## config.mk

```make
export PLATFORM = sky130hd
export DESIGN_NAME = lo_gen
export DESIGN_NICKNAME = d
export VERILOG_FILES = /design/src/ssb_pkg.sv /design/src/lo_gen.sv
export SDC_FILE = /design/constraint.sdc
export NUM_CORES = 1
export LEC_CHECK = 0
export ABC_CLOCK_PERIOD_IN_PS = 1700
export BUFFER_PORTS_ARGS = -buffer_cell sky130_fd_sc_hd__buf_2
export CAP_MARGIN = 40
export CORE_UTILIZATION = 47
export CTS_CLUSTER_SIZE = 24
export DETAILED_ROUTE_END_ITERATION = 8
export PLACE_DENSITY = 0.75
export SETUP_SLACK_MARGIN = 0.1
export SYNTH_ARGS = -nofsm -noshare
export SYNTH_HDL_FRONTEND = slang
export SYNTH_SLANG_ARGS = --single-unit
export TNS_END_PERCENT = 30
```

## constraint.sdc

```tcl
create_clock -name clk -period 1.7 [get_ports clk]
set_clock_uncertainty 0.05 [all_clocks]
set_input_delay 0.085 -clock clk [delete_from_list [all_inputs] [get_ports clk]]
set_output_delay 0.085 -clock clk [all_outputs]
set_load 0.01 [all_outputs]
```

## src/ssb_pkg.sv

```systemverilog
package ssb_pkg;

	// Datapath widths
	localparam int DRIVE_W = 18;
	localparam int DAC_W = 16;
	// Phase accumulator and table index
	localparam int LO_PH_W = 8;
	localparam int LO_IDX_W = 4;

	// Midpoint correction for the interpolator, 0.569 in Q16
	localparam logic [15:0] AFTB_COEFF_RST = 16'd18646;
	// Fixed value returned from the ID register
	localparam logic [15:0] SSB_ID = 16'h55b1;

	// One LO period in 16 steps, full scale 131071
	localparam logic signed [DRIVE_W-1:0] LO_COS [2**LO_IDX_W] = '{
		18'sd131071, 18'sd121094, 18'sd92681, 18'sd50159,
		18'sd0, -18'sd50159, -18'sd92681, -18'sd121094,
		-18'sd131071, -18'sd121094, -18'sd92681, -18'sd50159,
		18'sd0, 18'sd50159, 18'sd92681, 18'sd121094
	};
	// Same period, a quarter turn behind
	localparam logic signed [DRIVE_W-1:0] LO_SIN [2**LO_IDX_W] = '{
		18'sd0, 18'sd50159, 18'sd92681, 18'sd121094,
		18'sd131071, 18'sd121094, 18'sd92681, 18'sd50159,
		18'sd0, -18'sd50159, -18'sd92681, -18'sd121094,
		-18'sd131071, -18'sd121094, -18'sd92681, -18'sd50159
	};

	// Wishbone register map
	typedef enum logic [1:0] {
		REG_CTRL = 2'd0,
		REG_COEFF = 2'd1,
		REG_PHSTEP = 2'd2,
		REG_ID = 2'd3
	} ssb_reg_e;

	typedef struct packed {
		logic cyc;
		logic stb;
		logic we;
		logic [1:0] adr;
		logic [15:0] dat;
	} wb_req_t;

	typedef struct packed {
		logic ack;
		logic [15:0] dat;
	} wb_rsp_t;

	// Run-time settings from the register bank
	typedef struct packed {
		logic enable;
		logic [15:0] coeff;
		logic [LO_PH_W-1:0] phstep;
	} ssb_cfg_t;

	typedef struct packed {
		logic signed [DRIVE_W-1:0] cos;
		logic signed [DRIVE_W-1:0] sin;
	} lo_t;

	// One DDR sample pair, out0 goes first
	typedef struct packed {
		logic signed [DAC_W-1:0] out0;
		logic signed [DAC_W-1:0] out1;
	} dac_pair_t;

	// Clamp a wide signed value to the DAC range
	function automatic logic signed [DAC_W-1:0] sat_dac(input logic signed [19:0] v);
		if (v > 20'sd32767)
			return 16'sh7fff;
		if (v < -20'sd32768)
			return -16'sh8000;
		return v[DAC_W-1:0];
	endfunction

endpackage
```

## src/lo_gen.sv

```systemverilog
`timescale 1ns/100ps

module lo_gen (
	input  logic                        clk,
	input  logic                        i_rst_n,
	input  logic [ssb_pkg::LO_PH_W-1:0] i_phstep,
	output ssb_pkg::lo_t                o_lo
);

	// Phase in 1/256 turns
	logic [ssb_pkg::LO_PH_W-1:0] r_phase;
	// Table slot from the top of the phase
	logic [ssb_pkg::LO_IDX_W-1:0] idx;

	ssb_pkg::lo_t r_lo;

	assign idx = r_phase[ssb_pkg::LO_PH_W-1 -: ssb_pkg::LO_IDX_W];

	// Accumulator wraps once per LO period
	// A zero step parks the phase on slot 0
	always_ff @(posedge clk or negedge i_rst_n) begin
		if (!i_rst_n)
			r_phase <= '0;
		else if (i_phstep == '0)
			r_phase <= '0;
		else
			r_phase <= r_phase + i_phstep;
	end

	// Registered lookup runs one cycle behind the phase
	// Slot 0 has cos at full scale and sin at 0
	always_ff @(posedge clk or negedge i_rst_n) begin
		if (!i_rst_n) begin
			r_lo.cos <= ssb_pkg::LO_COS[0];
			r_lo.sin <= ssb_pkg::LO_SIN[0];
		end else begin
			r_lo.cos <= ssb_pkg::LO_COS[idx];
			r_lo.sin <= ssb_pkg::LO_SIN[idx];
		end
	end

	assign o_lo = r_lo;

endmodule

```

==> flow_summary.toml, run 1 <==
[worst_hold_path]
min_path_type = "in -> reg"
hold_path_end = "r_phase[0]"
hold_depth = 3
hp-start = "i_phstep[0]"

[drt]
dr.pass1.iters = 5
ant_nets = 0
vias_per_cell = 5.29
routedWlPerCell_um = 12.6
route.detailed.drc = 0
routed_wl_um = 3240
drt_iter0_drc = 25
num_vias = 1360

[worst_setup_path]
arrival_ns = 1.83
cp-start-kind = "flop"
path_cells = "ha_4 -> fa_2 -> a211oi_2 -> o21a_1 -> or4_1 -> nand2_1"
r2r_start = "r_phase[0]"
r2r_slack_ns = 0.04
critPathCaptureType = "flop"
required_ns = 1.87
path_max_fanout = 3
path_delay_family = "adder cells"
rr_worst_depth = 6
r2r_end = "r_phase[6]"
slowest_delay_ns = 0.40
path_buf_inv = 0
worstSetupPathType = "reg -> reg"
slowest_stage = "dfrtp_1"

[placed_design]
post-place-ws_ns = 0.0107
dp_hpwl_um = 2250
io_buffers = 45
place_congestion = 0.822

[floorplanning]
start_util = 0.504
fp.dieH_um = 62.5
rows = 21
die_area_um2 = 3910
ios = 46
die_w_um = 62.5
coreArea_um2 = 3420

[run_status]
outcome = "complete, no violations"

[synth]
synth-compound-area-share = 0.189
yosys-mux-area-fraction = 0.0175
synth_cell_types = 40
syn-num-nets = 197
synth_top_area_share = 0.291
ys_dominant_reg_cell = "dfrtp_1"
netlist_area_um2 = 1720
synth-simple-area-share = 0.124
syn_inst = 173
synth-seq-area-share = 0.444
ys_top_cells_by_area = "dfrtp_1, dfstp_2, ha_1, buf_4, nor2_1"
synth_xor_area_frac = 0.0255
ys_seq_elements = 30
synth_most_common_cell = "dfrtp_1"
synth_area_per_cell_um2 = 9.94
yosys_warnings = 0
synth-edff-count = 0
yosys.area.top_type = "dfrtp_1"
synth-adder-area-share = 0.106
async_flop_share = 1.00
synth_top_family_by_area = "compound AO/OA/AOI/OAI gates"
yosys-top-cells-count = "dfrtp_1, buf_4, nor2_1"

[final_layout]
layout-drive-gt1-share = 0.408
syn2layout_area_growth_pct = 20.6
num_antenna_cells = 0
utilization = 0.607
fin_nets = 235

[clock_network]
insertion_delay_ns = 0.32
cts_tree = "done"
clkTransAtPathRegs_ns = 0.09
htree_levels = 2
cts_setup_buffers = 0
cts-root-buf = "clkbuf_4"
cts_buffer_depth = 2
cts_buffers = 5
clock_sinks = 30

[global_routing]
grt_pass1_wl_um = 5780
gr-total-overflow = 0
use_met3 = 0.0474
antenna_found_initial = 0
first_global_vias = 1293
use_met2 = 0.299
grt_use_met1 = 0.237
grt.total_usage = 0.188
grt_max_degree = 31
grt.busiest_layer = "met2"

[sta]
report.final.slew_viol_count = 0
max_freq_mhz = 603
fin_ws_ns = 0.0419
min_period_ns = 1.66
tightest_slew_ns = 0.633
period_share = 0.975
setup_violations = 0
hold_violations = 0
rsz0062_at_grt = "true"
relSlewSlack = 0.578

[pwr]
vdd_drop_max_uv = 937
p_leak_nw = 0.957
power_density_nw_per_um2 = 2240

[run]
max-cap-violations = 0
==> per-layer routing <==
layer	vias to the layer above	wire [µm]
met3	10	151
met5	-	0
met1	638	1460
met2	42	1560
met4	0	71
li1	670	-
==> registers in the layout, indices dropped and copies added (netlist names) <==
name,flops
r_phase,8
o_lo,22
==> through the flow <==
step / hold WS, ns / instances / power (W) / cell area, µm² / setup TNS [ns]
final: 0.0848 / 257 / 0.00464 / 2070 / 0
after floorplan: -0.261 / 173 / 0.00345 / 1730 / 0
after CTS: 0.0583 / 257 / 0.00452 / 2020 / 0
after global routing: 0.100 / 257 / 0.00507 / 2070 / -0.0839
after global placement: 0.0921 / 249 / 0.00401 / 1930 / 0
after detailed placement: 0.0938 / 249 / 0.00405 / 1930 / 0
==> worst min-delay path, stage by stage <==
cell    delay [ns]
buf_2         0.11
ha_4          0.12
and2_1        0.10
==> what timing repair did <==
item                                    CTS  global route
pin swaps                                 5             8
gates resized for setup                   5             9
endpoints found under the setup margin    5            12
hold buffers                              1             0
hold endpoints to repair                 20             0
==> how the worst max path moves through the flow <==
stage                    start          to  slack [ns]  cells after the start
floorplan           r_phase[4]  r_phase[6]        0.04                      5
global placement    r_phase[0]  r_phase[6]        0.04                      6
detailed placement  r_phase[0]  r_phase[6]        0.01                      6
CTS                 r_phase[0]  r_phase[6]        0.05                      6
global route        r_phase[0]  r_phase[6]       -0.06                      6
finish              r_phase[0]  r_phase[6]        0.04                      6
==> where the power goes <==
part / internal [W] / switching [W]
Combinational: 0.00131 / 0.00160
Clock: 0.000148 / 0.000225
Sequential: 0.00119 / 0.000162
==> cell usage in the layout (no fill, tap or decap), types with 4 or more instances in the layout <==
cell type  Yosys  layout
nand2_1       11      11
o21ai_0        6       5
a21oi_1        8       8
a21o_1         4       4
ha_4           0       5
o21ai_1        7       8
buf_4         14       8
ha_1          13       7
buf_2          3      45
clkbuf_4       0       5
and2_1         4       4
dfrtp_1       20      20
nor2_1        14      14
dfstp_2       10      10
==> logic make-up (layout without fill, tap and decap cells) <==
family                     Yosys count  after routing
muxes                                3              3
DFF                                 30             30
xor gates and xnor gates             5              5
and+or+nand+nor                     44             44
AOI/OAI and AO/OA                   49             49
adders and majority gates           14             14
buffers and inverters               28             66
==> cell type report <==
class	instances	area (µm²)
fill	295	1340
multi-input combinational	115	892
sequential	30	763
timing repair buffer	54	295
tap	46	57.6
clock buffer	5	37.5
inverter	5	18.8
clock inverter	2	10.0
Note: power is estimated with default switching activity, not from simulation.
==> inputs of run 2 (changes only) <==
- ABC_AREA: unset -> 1
- PLACE_DENSITY: 0.75 -> unset
- PLACE_DENSITY_LB_ADDON: unset -> 0.3
==> run 2 against run 1 <==
Effect of this change:
- highest routed layer unchanged
- design area is 5.5% lower
- worst setup slack gained 0.14 ns
- largest cell class is now registers
- synthesized cell count is 13% higher
- register-to-register slack improved by 0.14 ns
- sequential power barely moved
- non-clock buffer count down 5
- clock power increased by 47%
==> flow_summary.toml, run 2 <==
[run_status]
outcome = "complete, no violations"

[placed_design]
dpl-instance-area_um2 = 1870
place_congestion = 0.850
io_buffers = 45
dp_hpwl_um = 2190
place_inst = 271

[sta]
min_period_ns = 1.52
tightest_slew_ns = 0.618
hold_violations = 0
rsz0062_at_grt = "true"
max_freq_mhz = 660
report.final.slew_viol_count = 0
relSlewSlack = 0.588
period_share = 0.892
setup_violations = 0
tns_ns = 0

[worst_setup_path]
path_max_fanout = 3
critPathCaptureType = "flop"
slowest_delay_ns = 0.37
path_delay_family = "adder cells"
cp-start-kind = "flop"
crit_top_cell = "nand2_1"
r2r_slack_ns = 0.18
path_buf_inv = 0
path_cells = "ha_1 -> fa_2 -> nand2_1 -> nand2_1 -> nand3b_1 -> nand3_1 -> nand2_1 -> nor2_1"
required_ns = 1.88
worstSetupPathType = "reg -> reg"
slowest_stage = "dfrtp_1"
arrival_ns = 1.70

[global_routing]
antenna_found_initial = 0
gr-total-overflow = 0
grt_pass1_wl_um = 5110
first_global_vias = 1179
grt.total_usage = 0.171
grt_max_degree = 31

[drt]
drt_iter0_drc = 13
vias_per_cell = 4.81
routed_wl_um = 2920
dr.pass1.iters = 4
num_vias = 1346
routedWlPerCell_um = 10.4
ant_nets = 0
route.detailed.drc = 0

[synth]
yosys.area.top_type = "dfrtp_1"
synth_area_per_cell_um2 = 8.68
synth-edff-count = 0
synth_top_area_share = 0.294
ys_seq_elements = 30
synth-seq-area-share = 0.449
async_flop_share = 1.00
yosys_warnings = 0
synth_cell_types = 29
syn_inst = 196
ys_dominant_reg_cell = "dfrtp_1"
netlist_area_um2 = 1700
ys_top_cells_by_area = "dfrtp_1, dfstp_2, ha_1, nand2_1, buf_4"
synth_most_common_cell = "nand2_1"
yosys-top-cells-count = "nand2_1, nor2_1, dfrtp_1"
syn-num-nets = 220

[floorplanning]
die_area_um2 = 3870
fp.dieH_um = 62.2
start_util = 0.502
rows = 21
ios = 46
die_w_um = 62.2
coreArea_um2 = 3390

[final_layout]
mostFrequentLayoutCell = "buf_2"
design_area_um2 = 1960
layout-drive-gt1-share = 0.338
num_antenna_cells = 0
syn2layout_area_growth_pct = 15.1
layout_common_cells = "buf_2, nand2_1, nor2_1, dfrtp_1, a21oi_1"
largest_register_ffs = 22
fin_nets = 257
utilization = 0.578
layout.cells.non_filler = 280

[clock_network]
htree_levels = 2
cts_buffers = 5
cts-root-buf = "clkbuf_4"
insertion_delay_ns = 0.33
cts_tree = "done"
clkTransAtPathRegs_ns = 0.09
cts_buffer_depth = 2
clock_sinks = 30

[pwr]
power_density_nw_per_um2 = 2240
p_leak_nw = 1.03
vdd_drop_max_uv = 718
p_total_w = 0.00440

[run]
max-cap-violations = 0

[worst_hold_path]
min_path_type = "in -> reg"
-- run 2: final timing paths --
kind / from / to / depth (start not counted)
setup reg to reg: r_phase[0] / r_phase[6] / 8
hold / removal: i_phstep[7] / r_phase[7] / 4
max in group asynchronous: i_rst_n / r_phase[4] / 2
setup / recovery: r_phase[0] / r_phase[6] / 8
hold reg to reg: r_phase[0] / r_phase[0] / 3
min in group asynchronous: i_rst_n / o_lo[0] / 2
-- run 2: worst reg2reg max path: stages, from the launching register on --
cell and delay [ns]:
dfrtp_1 0.37, ha_1 0.20, fa_2 0.35, nand2_1 0.07
nand2_1 0.06, nand3b_1 0.10, nand3_1 0.09, nand2_1 0.07
nor2_1 0.04
-- run 2: logic make-up after synthesis --
group,share of synthesized area
AND/OR/NAND/NOR,0.182
AO/OA/AOI/OAI,0.124
buffers and inverters,0.123
flip-flops,0.449
adder cells (fa/ha/maj),0.107
XOR/XNOR,0.0154
-- run 2: area by class of cell --
cell class / count / area (µm²)
fill: 317 / 1430
sequential: 30 / 764
multi-input combinational: 129 / 734
timing repair buffer: 49 / 258
inverter: 18 / 67.6
tap: 46 / 57.6
clock inverter: 3 / 40.0
clock buffer: 5 / 37.5
-- run 2: what timing repair did --
action / 4_1_cts / 5_1_grt
buffers inserted: 0 / 0
resized for setup: 0 / 3
hold endpoints to repair: 20 / 0
endpoints found under the setup margin: 0 / 8
hold buffers: 1 / 0
-- run 2: routing by layer --
layer	track usage	routed length, µm	part of all wire	vias up
met2	0.258	1360	0.47	44
li1	-	-	-	691
met4	0.0959	61	0.021	0
met5	0	0	0	-
met1	0.221	1350	0.46	605
met3	0.0496	154	0.053	6
-- run 2: per-stage QoR --
step | setup slack, ns | hold slack, ns
after floorplan | 0.235 | -0.261
after global placement | 0.191 | 0.0906
after detailed placement | 0.141 | 0.0805
after CTS | 0.122 | 0.0307
after global routing | 0.0580 | 0.0589
final | 0.184 | 0.0427
-- run 2: report_power, final --
part / internal, W / switching (W)
Sequential: 0.00119 / 0.000156
Clock: 0.000304 / 0.000243
Combinational: 0.000990 / 0.00152
