**config.mk**
```make
export PLATFORM = sky130hd
export DESIGN_NAME = ssb_regs
export DESIGN_NICKNAME = d
export VERILOG_FILES = /design/src/ssb_pkg.sv /design/src/ssb_regs.sv
export SDC_FILE = /design/constraint.sdc
export NUM_CORES = 1
export LEC_CHECK = 0
export BUFFER_PORTS_ARGS = -buffer_cell sky130_fd_sc_hd__buf_2
export CORE_AREA = 4 4 63 65
export CTS_CLUSTER_DIAMETER = 200
export CTS_CLUSTER_SIZE = 20
export DETAILED_ROUTE_END_ITERATION = 12
export DIE_AREA = 0 0 67 69
export PLACE_DENSITY_LB_ADDON = 0.1
export SLEW_MARGIN = 20
export SYNTH_ARGS = -nofsm -noshare
export SYNTH_HDL_FRONTEND = slang
export SYNTH_SLANG_ARGS = --single-unit
```
**constraint.sdc**
```tcl
create_clock -name clk -period 4.4 [get_ports clk]
set_clock_uncertainty 0.2 [all_clocks]
set_input_delay 1.1 -clock clk [delete_from_list [all_inputs] [get_ports clk]]
set_output_delay 1.1 -clock clk [all_outputs]
set_load 0.01 [all_outputs]
```
**src/ssb_pkg.sv**
```systemverilog
package ssb_pkg;

	// Datapath widths
	localparam int DRIVE_W = 18;
	localparam int DAC_W = 16;
	// Phase accumulator and table index
	localparam int LO_PH_W = 8;
	localparam int LO_IDX_W = 4;

	// Midpoint correction for the interpolator, 0.569 in Q16
	localparam logic [15:0] AFTB_COEFF_RST = 16'd18646;
	// Fixed value returned from the ID register
	localparam logic [15:0] SSB_ID = 16'h55b1;

	// One LO period in 16 steps, full scale 131071
	localparam logic signed [DRIVE_W-1:0] LO_COS [2**LO_IDX_W] = '{
		18'sd131071, 18'sd121094, 18'sd92681, 18'sd50159,
		18'sd0, -18'sd50159, -18'sd92681, -18'sd121094,
		-18'sd131071, -18'sd121094, -18'sd92681, -18'sd50159,
		18'sd0, 18'sd50159, 18'sd92681, 18'sd121094
	};
	// Same period, a quarter turn behind
	localparam logic signed [DRIVE_W-1:0] LO_SIN [2**LO_IDX_W] = '{
		18'sd0, 18'sd50159, 18'sd92681, 18'sd121094,
		18'sd131071, 18'sd121094, 18'sd92681, 18'sd50159,
		18'sd0, -18'sd50159, -18'sd92681, -18'sd121094,
		-18'sd131071, -18'sd121094, -18'sd92681, -18'sd50159
	};

	// Wishbone register map
	typedef enum logic [1:0] {
		REG_CTRL = 2'd0,
		REG_COEFF = 2'd1,
		REG_PHSTEP = 2'd2,
		REG_ID = 2'd3
	} ssb_reg_e;

	typedef struct packed {
		logic cyc;
		logic stb;
		logic we;
		logic [1:0] adr;
		logic [15:0] dat;
	} wb_req_t;

	typedef struct packed {
		logic ack;
		logic [15:0] dat;
	} wb_rsp_t;

	// Run-time settings from the register bank
	typedef struct packed {
		logic enable;
		logic [15:0] coeff;
		logic [LO_PH_W-1:0] phstep;
	} ssb_cfg_t;

	typedef struct packed {
		logic signed [DRIVE_W-1:0] cos;
		logic signed [DRIVE_W-1:0] sin;
	} lo_t;

	// One DDR sample pair, out0 goes first
	typedef struct packed {
		logic signed [DAC_W-1:0] out0;
		logic signed [DAC_W-1:0] out1;
	} dac_pair_t;

	// Clamp a wide signed value to the DAC range
	function automatic logic signed [DAC_W-1:0] sat_dac(input logic signed [19:0] v);
		if (v > 20'sd32767)
			return 16'sh7fff;
		if (v < -20'sd32768)
			return -16'sh8000;
		return v[DAC_W-1:0];
	endfunction

endpackage
```
**src/ssb_regs.sv**
```systemverilog
`timescale 1ns/100ps

module ssb_regs (
	input  logic               clk,
	input  logic               i_rst_n,
	input  ssb_pkg::wb_req_t   i_wb,
	output ssb_pkg::wb_rsp_t   o_wb,
	output ssb_pkg::ssb_cfg_t  o_cfg
);

	ssb_pkg::ssb_reg_e adr;
	// New request, a held strobe during ack does not count twice
	logic req;

	logic r_ack;
	logic [15:0] r_dat;
	ssb_pkg::ssb_cfg_t r_cfg;

	assign adr = ssb_pkg::ssb_reg_e'(i_wb.adr);
	assign req = i_wb.cyc & i_wb.stb & ~r_ack;

	// Zero wait states, ack on the edge after the request
	always_ff @(posedge clk or negedge i_rst_n) begin
		if (!i_rst_n) begin
			r_ack <= 1'b0;
			r_cfg.enable <= 1'b0;
			r_cfg.coeff <= ssb_pkg::AFTB_COEFF_RST;
			r_cfg.phstep <= '0;
		end else begin
			r_ack <= req;
			if (req && i_wb.we) begin
				case (adr)
					ssb_pkg::REG_CTRL: r_cfg.enable <= i_wb.dat[0];
					ssb_pkg::REG_COEFF: r_cfg.coeff <= i_wb.dat;
					ssb_pkg::REG_PHSTEP: r_cfg.phstep <= i_wb.dat[ssb_pkg::LO_PH_W-1:0];
					// ID is read only
					default: ;
				endcase
			end
		end
	end

	// Read mux, only looked at while ack is high
	always_ff @(posedge clk) begin
		if (req && !i_wb.we) begin
			case (adr)
				ssb_pkg::REG_CTRL: r_dat <= {15'd0, r_cfg.enable};
				ssb_pkg::REG_COEFF: r_dat <= r_cfg.coeff;
				ssb_pkg::REG_PHSTEP: r_dat <= {8'd0, r_cfg.phstep};
				default: r_dat <= ssb_pkg::SSB_ID;
			endcase
		end
	end

	assign o_wb.ack = r_ack;
	assign o_wb.dat = r_dat;
	assign o_cfg = r_cfg;

	// Single-cycle ack even if the master is slow to drop stb
	a_ack_pulse: assert property (
		@(posedge clk) disable iff (!i_rst_n)
		(o_wb.ack && i_wb.stb) |=> !o_wb.ack
	);

	// No ack without a request on the edge before
	a_ack_after_req: assert property (
		@(posedge clk) disable iff (!i_rst_n)
		o_wb.ack |-> $past(i_wb.cyc && i_wb.stb)
	);

endmodule

```
==> results of run 1 <==
path summary, 6_finish.rpt:
path                       startpoint        end  cells past startpoint
min reg2reg                 o_cfg[23]  o_cfg[23]                      1
max in group asynchronous     i_rst_n  o_cfg[19]                      1
min in group asynchronous     i_rst_n  o_cfg[21]                      1
min                         o_cfg[23]  o_cfg[23]                      1
max reg2reg                     r_ack   o_cfg[0]                      3
max                          i_wb[16]  o_cfg[13]                      4
cell usage after synthesis:
cell type and count:
mux2_4 10, edfxtp_1 16, buf_6 3, nor2_1 7, a22o_1 4, and3_4 1
and2_1 4, nand3_1 1, dfrtp_1 19, mux2_2 15, a211oi_1 1, a21oi_1 4
o21a_1 4, buf_2 1, and3_1 1, dfstp_2 7, and3b_1 1, nor2b_1 4
clkbuf_1 1, inv_1 1, buf_4 2
layer usage:
layer	wire (um)	up-vias	global-route usage
met3	227	5	0.05032
li1	-	518	-
met4	46	0	0.05405
met1	1466	513	0.1916
met2	1720	41	0.2631
met5	0	-	0
state kept, by name, indices dropped and copies added (netlist names):
name and cells:
o_cfg 25, r_ack 1, r_dat 16
cell families after synthesis:
| kind of cell | after synthesis | share of synthesized area |
|---|---|---|
| AO/OA/AOI/OAI | 13 | 0.05382 |
| AND/OR/NAND/NOR | 19 | 0.06254 |
| multiplexers | 25 | 0.1855 |
| flip-flops | 42 | 0.6625 |
| buffers and inverters | 8 | 0.03563 |
power groups by stage:
stage	clock (mW)	sequential, mW	combinational [mW]
3_5_place_dp	0	0.539	0.210
5_1_grt	0.279	0.538	0.224
4_1_cts	0.260	0.531	0.211
2_1_floorplan	0	0.561	0.0903
6_report	0.258	0.531	0.207
3_3_place_gp	0	0.535	0.206
cell type report:
class                           count  area share
Sequential cell                    42      0.5343
Multi-Input combinational cell     57      0.2434
Timing Repair Buffer               65      0.1537
Tap cell                           46     0.02698
Clock buffer                        7     0.02581
Clock inverter                      1     0.01408
Inverter                            1    0.001760
placed cells by master, fill, tap and decap left out:
cell type / n
inv_1: 1
dfrtp_1: 19
a22o_1: 4
a21oi_1: 4
and2_1: 4
a211oi_1: 1
nor2_1: 7
and3b_1: 1
mux2_2: 15
nor2b_1: 4
mux2_4: 10
buf_4: 1
clkbuf_8: 1
bufinv_16: 1
edfxtp_1: 16
nand3_1: 1
and3_4: 1
clkbuf_1: 1
dfstp_2: 7
clkbuf_4: 5
and3_1: 1
buf_2: 64
o21a_1: 4
through the flow:
stage | util | setup slack (ns) | instance area (um2) | total power [mW]
after CTS | 0.6393 | 1.662 | 2133 | 1.002
after detailed placement | 0.6138 | 1.289 | 2048 | 0.7492
after global routing | 0.6393 | 1.509 | 2133 | 1.042
final | 0.6393 | 1.669 | 2133 | 0.9949
after floorplan | - | 1.714 | 1720 | 0.6509
after global placement | 0.6138 | 1.394 | 2048 | 0.7415
==> impl_summary.md, run 1 <==
Floorplan
For this design the top-level I/O count stands at 65. In this run the horizontal extent of the chip is 67 um. The die area is 0.004623 mm2. The initialized floorplan defines 21 standard-cell rows. Measured along the y axis, the die boundary spans 69 um. The total area inside the core boundary comes to 0.003337 mm2. The starting utilization of the core area is 0.5156.

Synthesis
Counting every net in the synthesized netlist gives 130. Synthesis handed over a netlist of 107 instances. After synthesis the cells add up to 0.001720 mm2. edfxtp_1 takes more of the synthesized area than any other cell.

The Yosys step of the flow raised 0 warnings. The share of synthesized area occupied by flip-flops and latches is 0.6625. The share of synthesized area in the top cell type comes to 0.2793. Averaged over all synthesized cells, the footprint is 16.08 um2. The synthesized design contains 42 register bits. After synthesis, the cell types taking the most area are edfxtp_1 28%, dfrtp_1 28%, dfstp_2 11%. In this run, distinct cell masters in the synthesized netlist total 21.

Worst setup path
Grouping stages by cell kind, the critical path spends the most delay in simple AND/OR/NAND/NOR gates. The worst setup path is captured at a flop. The slack of the worst reg-to-reg path is 2.58 ns. On the worst path, the slowest cell contributes a delay of 0.57 ns. The number of buffers and inverters on the critical path is 1. The data required time at the worst endpoint is 4.44 ns. The cell with the largest stage delay on the worst path is nor2b_1. The signal on the critical path passes through buf_2, nor2b_1, and3_4, mux2_2.

The highest fanout seen on the critical path is 16. The startpoint class of the critical path is an input port. The critical path data arrival time is 2.77 ns. The critical path is of the in2reg type.

Final layout
Of the cells placed in the final design, the portion with a size suffix greater than 1 is 0.6069. The number of antenna repair diodes is 0. The area of all sequential standard cells is 0.001140 mm2. The number of nets in the final layout is 195. The multi-input combinational cell area is 519.2 um2. The filler cells instantiated in the layout total 278. The final standard cell count with taps included and fillers excluded is 219. From synthesis to final layout, the design area changed by 24.00%.

GRT
The first global-routing pass estimated 5.485 mm of wire. Across every metal layer, demand over resource in global routing totals 0.1588. The via count of the first global-routing pass came to 1133. The total overflow reported by the global router is 0. The number of antenna violations at the first check in global routing is 0. Entering global routing, the biggest net connects 27 pins.

Status
The run finished with clean final reports.

Power and ir drop
VDD sags by at most 0.2708 mV. Internal power comes to 0.7338 mW. For this design the total switching power over the nets is 0.2612 mW.

The share of total power in sequential cells is 0.533. In this run the power density over the cells is 466.4 mW/mm2. The leakage power total is 0.9886 nW. The clock group share of total power is 0.259. The proportion of total power due to net switching is 0.2625.

Of the total power, combinational logic draws 0.208.

Clock network
The number of clock sinks is 42. The tree is rooted in a clkbuf_4. The number of gates resized after CTS is 0.

Buffers inserted to repair hold after CTS numbered 0. Counting along the longest clock path gives a buffer depth of 2. TritonCTS built the clock tree. Buffers added to address setup during post-CTS repair amount to 0. The clock-pin slew of the registers on the worst-case setup and hold paths is 0.11 ns.

In this run, CTS created clock tree buffers numbering 5. The clock latency reported for the late side of the worst-skew pair is 0.34 ns. The depth of the CTS H-tree is 2.

Timing
Setup violations remaining at the end of the flow were counted as 0. Setup repair after global routing left no endpoint under its margin. The final count of pins violating max slew was 0. The maximum clock frequency is 366.2 MHz. The final count of hold timing violations is 0. The normalized max-slew margin is 0.5600. The slew at the pin closest to its max-slew limit is 0.6587 ns. The final critical path time including I/O delays and setup is 2.731 ns.

In the final timing run, aggregate negative setup slack is 0 ns. The worst-case hold slack is 0.3500 ns. In the finished design, the share of the clock period the worst path needs comes to 0.6206.

Detailed routing
The total length of routed wires is 3.461 mm. After detailed routing, the average wire length per cell comes to 15.80 um. The number of iterations in the first detailed-routing pass is 4. Across all layers, the routed design uses 1077 vias. For this run, design rule violations remaining after detail routing come to 0. The first routing iteration left 55 violations. Once detail routing completed, the nets flagged for antenna violations numbered 0.

After detailed routing, the number of vias per cell comes to 4.918.

Place
The instance count after placement with tap cells included is 211. Routability-driven placement finished with a final weighted congestion of 0.7080. The count of buffers added on input and output ports is 64.

After legalization and detailed placement, the total HPWL measured 2.519 mm.

Flow run
The count of max-cap constraint violations is 0.

Hold path
The path category of the worst min-delay check is reg2reg.
Note: power is estimated with default switching activity, not from simulation.
==> inputs of run 2 (changes only) <==
CORE_AREA = 4 4 69 71   (was 4 4 63 65)
DIE_AREA = 0 0 73 75   (was 0 0 67 69)
clock period = 2.3 ns   (was 4.4 ns; I/O delays follow)
==> impl_summary.md, run 2 (synthesized netlist as in run 1, its figures left out) <==
Clock network
Once the clock tree was built, the setup fixing pass inserted 0 buffers. The number of gates resized after CTS is 0. Clock-pin slew was measured on the worst setup and hold paths at 0.08 ns. The number of buffers added by the clock tree synthesis step is 5.

Buffers inserted to repair hold after CTS numbered 0. The root buffer cell is clkbuf_8. The buffer depth of the longest clock path is 2.

The number of clock sinks is 42. The depth of the CTS H-tree is 2. The clock latency reported for the late side of the worst-skew pair is 0.29 ns. The clock tree from TritonCTS is done.

Final layout
Measured on the finished design, the core utilization comes to 0.5174. The filler cells instantiated in the layout total 393. Compared with the post-synthesis result, the final layout area differs by 27.35%. The library cells used most frequently in the layout, excluding fill and tap cells, are 64 x buf_2, 19 x dfrtp_1, 16 x edfxtp_1.

The number of nets in the final layout is 202. The most frequent standard cell in the layout excluding fill and tap cells is buf_2. Across the whole layout, storage elements account for 0.001140 mm2. The multi-input combinational cell area is 521.8 um2. The fraction of layout cells with a size suffix above 1 is 0.6167.

The number of antenna repair diodes is 0. The flip-flop count of the largest register after layout is 25.

Place
At the end of routability-driven placement, the weighted congestion stood at 0.7061. The number of I/O port buffers is 64. The total half-perimeter wirelength after legalization and detailed placement is 2.713 mm.

Status
The run finished with clean final reports.

Worst setup path
Counting cells, the worst reg-to-reg path comes to 3. The signal on the critical path passes through and3b_1, and3_4, mux2_2. The delay of the slowest cell on the worst path is 0.42 ns. The cell with the largest stage delay on the worst path is and3_4. The slack of the worst reg-to-reg path is 0.51 ns. The start point of the critical path is r_ack. The highest fanout seen on the critical path is 16. The critical path data arrival time is 1.77 ns. STA classifies the critical path startpoint as a flop. In this run the critical register-to-register path is captured at o_cfg[11]. The kind of cell adding the most delay to the critical path is simple AND/OR/NAND/NOR gates. Counting buffers and inverters, the worst setup path is 3 cells deep.

Together, buffers and inverters on the worst path number 0. The reg-to-reg startpoint is r_ack. The endpoint type of the worst setup path is a flop. The startpoint-to-endpoint class of the critical path is reg2reg. Following the worst setup path forward leads to its endpoint at o_cfg[11]. At the worst endpoint, the required time is 2.28 ns.

Detailed routing
The via density per instance is 4.845. The remaining design rule violation count is 0. The routed via count is 1124. In the final routed layout, each cell accounts on average for 15.75 um. The number of iterations in the first detailed-routing pass is 4.

The total length of routed wires is 3.653 mm. The detailed router's first-iteration violation count is 59. The remaining antenna violation count is 0.

Floorplan
The die is 73 um wide. The starting utilization of the core area is 0.4063. The number of top-level pins is 65. The number of placement rows is 24. The floorplan step defined a die boundary enclosing 0.005475 mm2. The core region is 0.004234 mm2. The floorplan step set the die height to 75 um.

Power and ir drop
The total power per unit cell area is 849.3 mW/mm2. The analysis attributes to cell leakage a power of 1.019 nW. The total chip power is 1.861 mW. The maximum vdd ir drop is 0.4531 mV.

Timing
The final count of pins violating max slew is 0. Setup repair after global routing left no endpoint under its margin. The share of the clock period used by the worst path is 0.7801. After routing, the total negative slack on setup checks comes to 0 ns. The slew at the pin closest to its max-slew limit is 0.5889 ns. For the finished layout, the period the worst path requires is 1.794 ns. The worst pin sits at a relative slew slack of 0.6074.

The number of setup violations in the final report is 0. The maximum clock frequency is 557.4 MHz. The final count of hold timing violations is 0. Hold is met by 0.08546 ns.

GRT
Summed over all layers, the global routing overflow is 0. The via count of the first global-routing pass came to 1136. The first global-routing pass estimated 5.658 mm of wire. The pin count of the biggest net entering global routing is 27. The number of antenna violations at the first check in global routing is 0. The global-route usage over all layers is 0.1415.

Hold path
The path category of the worst min-delay check is in2async.

Flow run
The tool flagged a number of max-cap violations equal to 0.
## run 2: cell type report
| cell class | instances | share of cell area |
|---|---|---|
| sequential | 42 | 0.5203 |
| multi-input combinational | 57 | 0.2381 |
| timing repair buffer | 72 | 0.1736 |
| clock buffer | 8 | 0.03655 |
| tap | 52 | 0.02970 |
| inverter | 1 | 0.001713 |
## run 2: worst min path at each step
stage               cells after the start  slack [ns]   endpoint       from
floorplan                               0        0.08   o_cfg[0]    i_rst_n
global placement                        1        0.31   o_cfg[5]   o_cfg[5]
detailed placement                      1        0.31  o_cfg[24]  o_cfg[24]
CTS                                     1         0.1      r_ack    i_rst_n
global route                            1        0.13   o_cfg[5]    i_rst_n
finish                                  1        0.09  o_cfg[23]    i_rst_n
## run 2: worst reg2reg max path, cell delays in order (launching register included)
cell,delay (ns)
dfrtp_1,0.37
and3b_1,0.31
and3_4,0.42
mux2_2,0.38
## run 2: through the flow
stage | setup WS [ns] | instance area [um2] | std cells
after floorplan | 0.1394 | 1720 | 107
after detailed placement | 0.2581 | 2111 | 224
after CTS | 0.4807 | 2191 | 232
final | 0.5059 | 2191 | 232
after global placement | 0.3002 | 2111 | 224
after global routing | 0.4361 | 2191 | 232
## run 2: per-layer routing
layer  up-vias  GRT usage  share of wire
li1        525          -              -
met1       557     0.1585           0.38
met2        36     0.2473           0.53
met3         6    0.04539          0.073
met4         0    0.06148          0.016
met5         -          0              0
## run 2: report_power, final
part	internal, mW	switching [mW]
Clock	0.216	0.232
Sequential	0.926	0.0801
Combinational	0.225	0.182
